==> config.mk <==
export PLATFORM = sky130hd
export DESIGN_NAME = sample_stepper
export DESIGN_NICKNAME = d
export VERILOG_FILES = /design/src/iter_pkg.sv /design/src/geom_pkg.sv /design/src/sample_stepper.sv
export VERILOG_INCLUDE_DIRS = /design/src
export SDC_FILE = /design/constraint.sdc
export NUM_CORES = 1
export LEC_CHECK = 0
export ABC_AREA = 1
export BUFFER_PORTS_ARGS = -buffer_cell sky130_fd_sc_hd__buf_2
export CAP_MARGIN = 20
export CORE_ASPECT_RATIO = 0.8
export CORE_MARGIN = 1.5
export CORE_UTILIZATION = 60
export CTS_CLUSTER_DIAMETER = 120
export DETAILED_ROUTE_END_ITERATION = 10
export PLACE_DENSITY = 0.86
export REMOVE_ABC_BUFFERS = 1
export SETUP_SLACK_MARGIN = 0.5
export SYNTH_ARGS = -nofsm -noshare
export SYNTH_HDL_FRONTEND = slang
export SYNTH_SLANG_ARGS = --single-unit
==> constraint.sdc <==
create_clock -name clk -period 7.25 [get_ports clk]
set_input_delay 1.45 -clock clk [delete_from_list [all_inputs] [get_ports clk]]
set_output_delay 1.45 -clock clk [all_outputs]
set_load 0.01 [all_outputs]
==> src/raster_consts.svh <==
// Fixed-point format and primitive sizes for the raster iterator
// Width and radix of coordinates and colors, vertex/axis/color counts
// and the shift that turns a multisample code into a step size
`ifndef RASTER_CONSTS_SVH
`define RASTER_CONSTS_SVH

// Total bits in every coordinate and color channel
`define SIGFIG 24

// Fraction bits, integer part sits above these
`define RADIX 10

// Vertices per triangle
`define VERTS 3

// Axes per vertex, (x, y, z)
`define AXIS 3

// Color channels
`define COLORS 3

// One-hot code shifted left by this lands on the sample pitch
// 1000 -> one pixel, 0001 -> an eighth of a pixel
`define SS_SHIFT (`RADIX - 3)

`endif

==> src/iter_pkg.sv <==
// Control types for the sample iterator
// FSM state encoding and the one-hot multisample code

package iter_pkg;

    // Waiting for a triangle, or walking its box
    typedef enum logic {
        ST_WAIT = 1'b0,
        ST_TEST = 1'b1
    } iter_state_t;

    // One-hot multisample code
    // 1000 1x, 0100 4x, 0010 16x, 0001 64x
    typedef logic [3:0] ss_code_t;

endpackage

==> src/geom_pkg.sv <==
// Geometry types shared by the iterator datapath
// Scalar coordinate and color words, points, vertices,
// triangles, color triples and bounding boxes
`include "raster_consts.svh"

package geom_pkg;

    // Signed fixed point, RADIX fraction bits
    typedef logic signed [`SIGFIG-1:0] coord_t;

    // Unsigned color channel
    typedef logic [`SIGFIG-1:0] color_t;

    // Sample location on the screen plane
    typedef struct packed {
        coord_t x;
        coord_t y;
    } point_t;

    // Index 0 is x, 1 is y, 2 is z
    typedef coord_t [`AXIS-1:0] vert_t;

    typedef vert_t [`VERTS-1:0] tri_t;

    typedef color_t [`COLORS-1:0] rgb_t;

    // Lower left corner first, then upper right
    typedef struct packed {
        point_t ll;
        point_t ur;
    } box_t;

endpackage

==> src/sample_stepper.sv <==
// Bounding box walker
// Holds the current box and sample, steps raster order left to right
// then bottom to top, and flags the right edge and the end of the box
`include "raster_consts.svh"

module sample_stepper (
    input  logic               clk,
    input  logic               rst,
    input  logic               capture,
    input  logic               advance,
    input  geom_pkg::box_t     box_in,
    input  iter_pkg::ss_code_t ss_code,
    output geom_pkg::point_t   sample,
    output logic               at_right,
    output logic               at_end
);
    import geom_pkg::*;

    // Box being walked, loaded on capture
    box_t box;

    // Distance between neighboring samples in fixed point
    coord_t step;

    // Top row reached
    logic at_top;

    // One-hot code zero extended, then moved into the fraction bits
    assign step = coord_t'(ss_code) << `SS_SHIFT;

    // Edges are reached at or beyond the max, since the max
    // need not sit on the sample grid
    assign at_right = (sample.x >= box.ur.x);
    assign at_top   = (sample.y >= box.ur.y);
    assign at_end   = at_right && at_top;

    always_ff @(posedge clk, posedge rst) begin
        if (rst) begin
            box    <= '0;
            sample <= '0;
        end else if (capture) begin
            // Follow the input box so the first sample is ready on accept
            box    <= box_in;
            sample <= box_in.ll;
        end else if (advance) begin
            if (at_right) begin
                // Wrap to the left edge, one row up
                sample.x <= box.ll.x;
                sample.y <= sample.y + step;
            end else begin
                // Same row, next column
                sample.x <= sample.x + step;
            end
        end else begin
            // Done with the box, park on its lower left
            sample <= box.ll;
        end
    end

endmodule

; ---- Yosys cells after proc, flatten, opt, wreduce, memory -nomap -nowiden
; Cells that the tools add are included.
[classes]
n_addsub = 2
magnitude_cmp = 2
eq_ne = 1
n_mux = 4
reduce_logical = 1
[op_table]
columns = op, count
row1 = 48-bit 2-to-1 mux, 2
row2 = 24-bit by 12-bit adder with 24-bit output, 2
row3 = 24-bit greater-or-equal comparator, 2
row4 = 24-bit 2-to-1 mux, 2
row5 = 3-bit by 2-bit != test with 1-bit output (second input constant), 1
row6 = 1-bit logical AND, 1
[word_totals]
register_bits = 144
inputBits = 104
output_inout_bits = 50
elab_cells = 16

; ---- Depth between registers and ports, before layout
[logic_depth]
word_depth = 4
ltp_mapped = 17
mapped_depth_nobuf = 17

; ---- Worst setup path before layout
; Ideal clock, no wire load.
[synth_timing]
kind = input to register
startpoint = input ss_code[0]
endpoint = register sample[17] in the netlist's numbering
setup_time_ns = 0.124
t_arrival_ns = 3.005
required_time_ns = 7.126
slack_ns = 4.121
path_stages = 12
path_buffers = 0
path_cell_list = ha_1 > inv_1 > fa_1 > nand3b_1 > nand2_1 > nand2_1 > nor2_1 > nand2_1 > o21ai_0 > nand3_1 > nand3_1 > nand3_1
[synth_between]
elab_chain_cells = 4
[synth_lines]
columns = item, line_no
row1 = "start, declared", sample_stepper.sv:12  ; input iter_pkg::ss_code_t ss_code,
row2 = 24-bit by 12-bit adder with 24-bit output, sample_stepper.sv:49  ; sample.y <= sample.y + step;
row3 = 24-bit 2-to-1 mux, sample_stepper.sv:46  ; if (at_right) begin
row4 = 48-bit 2-to-1 mux, sample_stepper.sv:45  ; end else if (advance) begin
row5 = 48-bit 2-to-1 mux, sample_stepper.sv:41  ; end else if (capture) begin
row6 = "end signal, assigned", sample_stepper.sv:44  ; sample <= box_in.ll;
row7 = "end signal, assigned", sample_stepper.sv:56  ; sample <= box.ll;
row8 = "end, declared", sample_stepper.sv:13  ; output geom_pkg::point_t sample,
; Every way passes these cells. The select of a mux whose other input is x is not followed.
; A chain may end at the register's enable or synchronous reset.

; ---- Worst setup path in the final report
[layout_timing]
startpoint = register sample[39] in the netlist's numbering
endpoint = output at_end
[layout_between]
elab_chain_cells = 2
[layout_lines]
columns = item, line_no
row1 = 24-bit greater-or-equal comparator, sample_stepper.sv:33  ; assign at_right = (sample.x >= box.ur.x);
row2 = 1-bit logical AND, sample_stepper.sv:35  ; assign at_end = at_right && at_top;
row3 = "end, declared", sample_stepper.sv:15  ; output logic at_end
; Every way passes these cells.

==> run_results.csv <==
group,metric,value,unit
synth,synth_compound_area_share,10.3,%
floorplanning,die-height,105,microns
cts,cts.sinks,144,
floorplanning,die_w,131,microns
timing,timing.fmax,0.254,GHz
layout,drive_gt1_share,16.9,%
cts,clock-root-buffer,"clkbuf_16",
setup_path,cp_common_cell,"nand2_1",
status,status,"finished, final reports clean",
synth,synth_edf_count,0,
cts,cts_tree,"done",
synth,synth_mux_area_share,0,%
timing,setup_violations,0,
min_path,hold_path_class,"reg2reg",
route,wl_per_cell,13.8,microns
global_routing,grt_antenna_before_repair,0,
timing,tightest_slew,0.951,ns
global_routing,grt_max_degree,105,
synth,synth_xor_area_share,2.45,%
layout,seq_area,0.00360,sq mm
cts,clkSlewWorstSetupHoldPaths,0.06,ns
layout,num_antenna_cells,0,
synth,synth_top_family_by_area,"simple AND/OR/NAND/NOR gates",
route,num_vias,6891,
timing,report.final.slew_viol_count,0,
route,first_pass_iters,5,
layout,fill_cells,988,
synth,synthMostInstantiatedCell,"nand2_1",
synth,ys_seq_elements,144,
synth,synthArstFlopShare,100,%
cts,hold_buffers,0,
setup_path,cp_max_fo,5,
placement,gp_congestion,0.898,
floorplanning,ioPinCount,154,
global_routing,grt_use_total,27.7,%
synth,synth.area.top_cells,"dfrtp_1 (46%), nand2_1 (16%), ha_1 (8.9%)",
synth,synthSimpleGateAreaFrac,23.9,%
route,finalWirelength,18.3,mm
route,drc_errors,0,
global_routing,grt_pass1_wl,29.7,mm
setup_path,cp.required,5.80,ns
global_routing,grt_pass1_vias,6380,
timing,relSlewSlack,36.4,%
floorplanning,start_util,61.2,%
layout,area_delta_synth_final,19.2,%
power,power.density,276,mW/mm^2
synth,yosys_warnings,0,
placement,dp_hpwl,12.9,mm
timing,skew,0.0101,ns
cts,clock_latency,0.42,ns
synth,synthTopCellsByCount,"nand2_1 (338), dfrtp_1 (144), inv_1 (126), o21ai_0 (95), ha_1 (56)",
placement,port_buffers,153,
global_routing,grt_overflow_total,0,
placement,placed_cells,1295,
setup_path,worst_path_max_delay_cell,"dfrtp_1",
floorplanning,dieArea,0.0138,sq mm
setup_path,path_cells,"ha_1, nand2_1, nor2_1, nand4_1, nor2_1, nand2_1, nand3_1, nand2_1, nand3_4, nand2_1, inv_1, buf_2",
setup_path,cp.arrival,2.49,ns
timing,finalCriticalPeriod,3.94,ns
power,p_total,0.00258,W
power,p_leak,5.15,nW
setup_path,cp_top_family,"simple AND/OR/NAND/NOR gates",
synth,synth_fa_ha_area_share,9.43,%
setup_path,cp-end-kind,"output pin",
setup_path,critPathKind,"reg2out",
timing,rsz0062_at_grt,"no",
floorplanning,fp-row-count,37,
cts,ctsResizeCount,0,
synth,synth.top_cell.area_share,45.9,%
cts,clockBufferDepth,2,
floorplanning,design.core.area,0.0128,sq mm
cts,cts_made_buffers,17,
setup_path,path_buf_inv,2,
timing,fin_crit_sh,54.3,%
synth,syn_inst,999,
cts,cts_max_level,4,
route,vias_per_cell,5.19,
timing,hold_violations,0,
route,first_iter_violations,411,
layout,nets,1302,
synth,netlist_area,0.00785,sq mm
setup_path,startpoint_type,"flop",
synth,synth_area_leader_cell,"dfrtp_1",
setup_path,slowest_delay,0.45,ns
route,antenna_left,0,
cts,post_cts_buffers,0,
synth,synthDistinctLibCells,34,
timing,tns,0,ns
layout,final_cells,1327,
power,ir_drop,0.180,mV
layout,multi_input_area,0.00362,sq mm
synth,ys_dominant_reg_cell,"dfrtp_1",
synth,avgSynthCellArea,7.86,sq um
job,maxCapViolCount,0,
synth,yosysSeqAreaShare,45.9,%
==> routing by layer <==
metal / routed length (microns) / GRT usage (%)
met1: 8520 / 39.7
met2: 8410 / 43.0
met3: 1210 / 5.48
met4: 191 / 7.85
met5: 0 / 0
==> power breakdown <==
group          internal [W]  switching, W
clock              0.000584      0.000337
combinational      0.000252      0.000400
sequential         0.000905      0.000102
==> tightest hold or removal path: stages, from the launching register on <==
cell     delay [ns]
dfrtp_1        0.32
nand2_1        0.06
nand2_1        0.06
==> state kept, by name, summed over array words and instances (netlist names) <==
register	cells
box	96
sample	48
==> path summary, 6_finish.rpt <==
kind                                     endpoint  slack [ns]  cells past startpoint            startpoint
max                                        at_end        3.31                     12  sample[39]$_DFF_PP0_
min                           box[69]$_DFFE_PP0P_        0.47                      2   box[69]$_DFFE_PP0P_
max reg2reg                sample[18]$_DFFE_PP0P_        4.33                      9  sample[39]$_DFF_PP0_
min reg2reg                   box[69]$_DFFE_PP0P_        0.47                      2   box[69]$_DFFE_PP0P_
max in group asynchronous     box[94]$_DFFE_PP0P_        4.80                      3                   rst
min in group asynchronous     box[53]$_DFFE_PP0P_        1.16                      2                   rst
==> cells in the final DEF (no fill, tap or decap), types with 3 or more instances in the layout <==
cell type  netlist  layout
inv_1          126     125
clkbuf_16        0      17
nor2_1          43      43
o21ai_1          3       3
nand3_1         49      49
dfrtp_1        144     144
clkinv_2         0       3
a21oi_1         46      46
ha_1            56      56
xnor2_1          7       7
clkbuf_8         0       5
nand2_1        338     338
buf_2            6     152
bufinv_16        0       3
nand4_1          9       9
nand3b_1         3       3
a31oi_1          7       7
buf_4            0       3
nor3_1           6       6
o21ai_0         95      95
xor2_1          15      15
==> area by class of cell <==
type / instances / area share [%]
Inverter: 128 / 5.19
Sequential cell: 144 / 38.5
Timing Repair Buffer: 156 / 8.66
Multi-Input combinational cell: 693 / 38.7
Clock buffer: 22 / 5.28
Clock inverter: 9 / 1.38
Tap cell: 175 / 2.34
==> metrics by stage <==
step	worst slack (ns)	cell area [sq um]	utilization (%)	hold slack [ns]
finish	3.31	9360	73.0	0.466
global route	3.08	9360	73.0	0.490
CTS	3.28	9330	72.8	0.466
detailed placement	3.18	8710	67.9	0.453
global placement	3.38	8710	67.9	0.448
floorplan	1.93	7700	-	0.436
==> cells by family after synthesis <==
logic type	Yosys count
XOR/XNOR	22
buffers and inverters	162
flip-flops	144
AND/OR/NAND/NOR	456
AO/OA/AOI/OAI	157
adder cells (fa/ha/maj)	58
(Power assumes the default switching activity.)
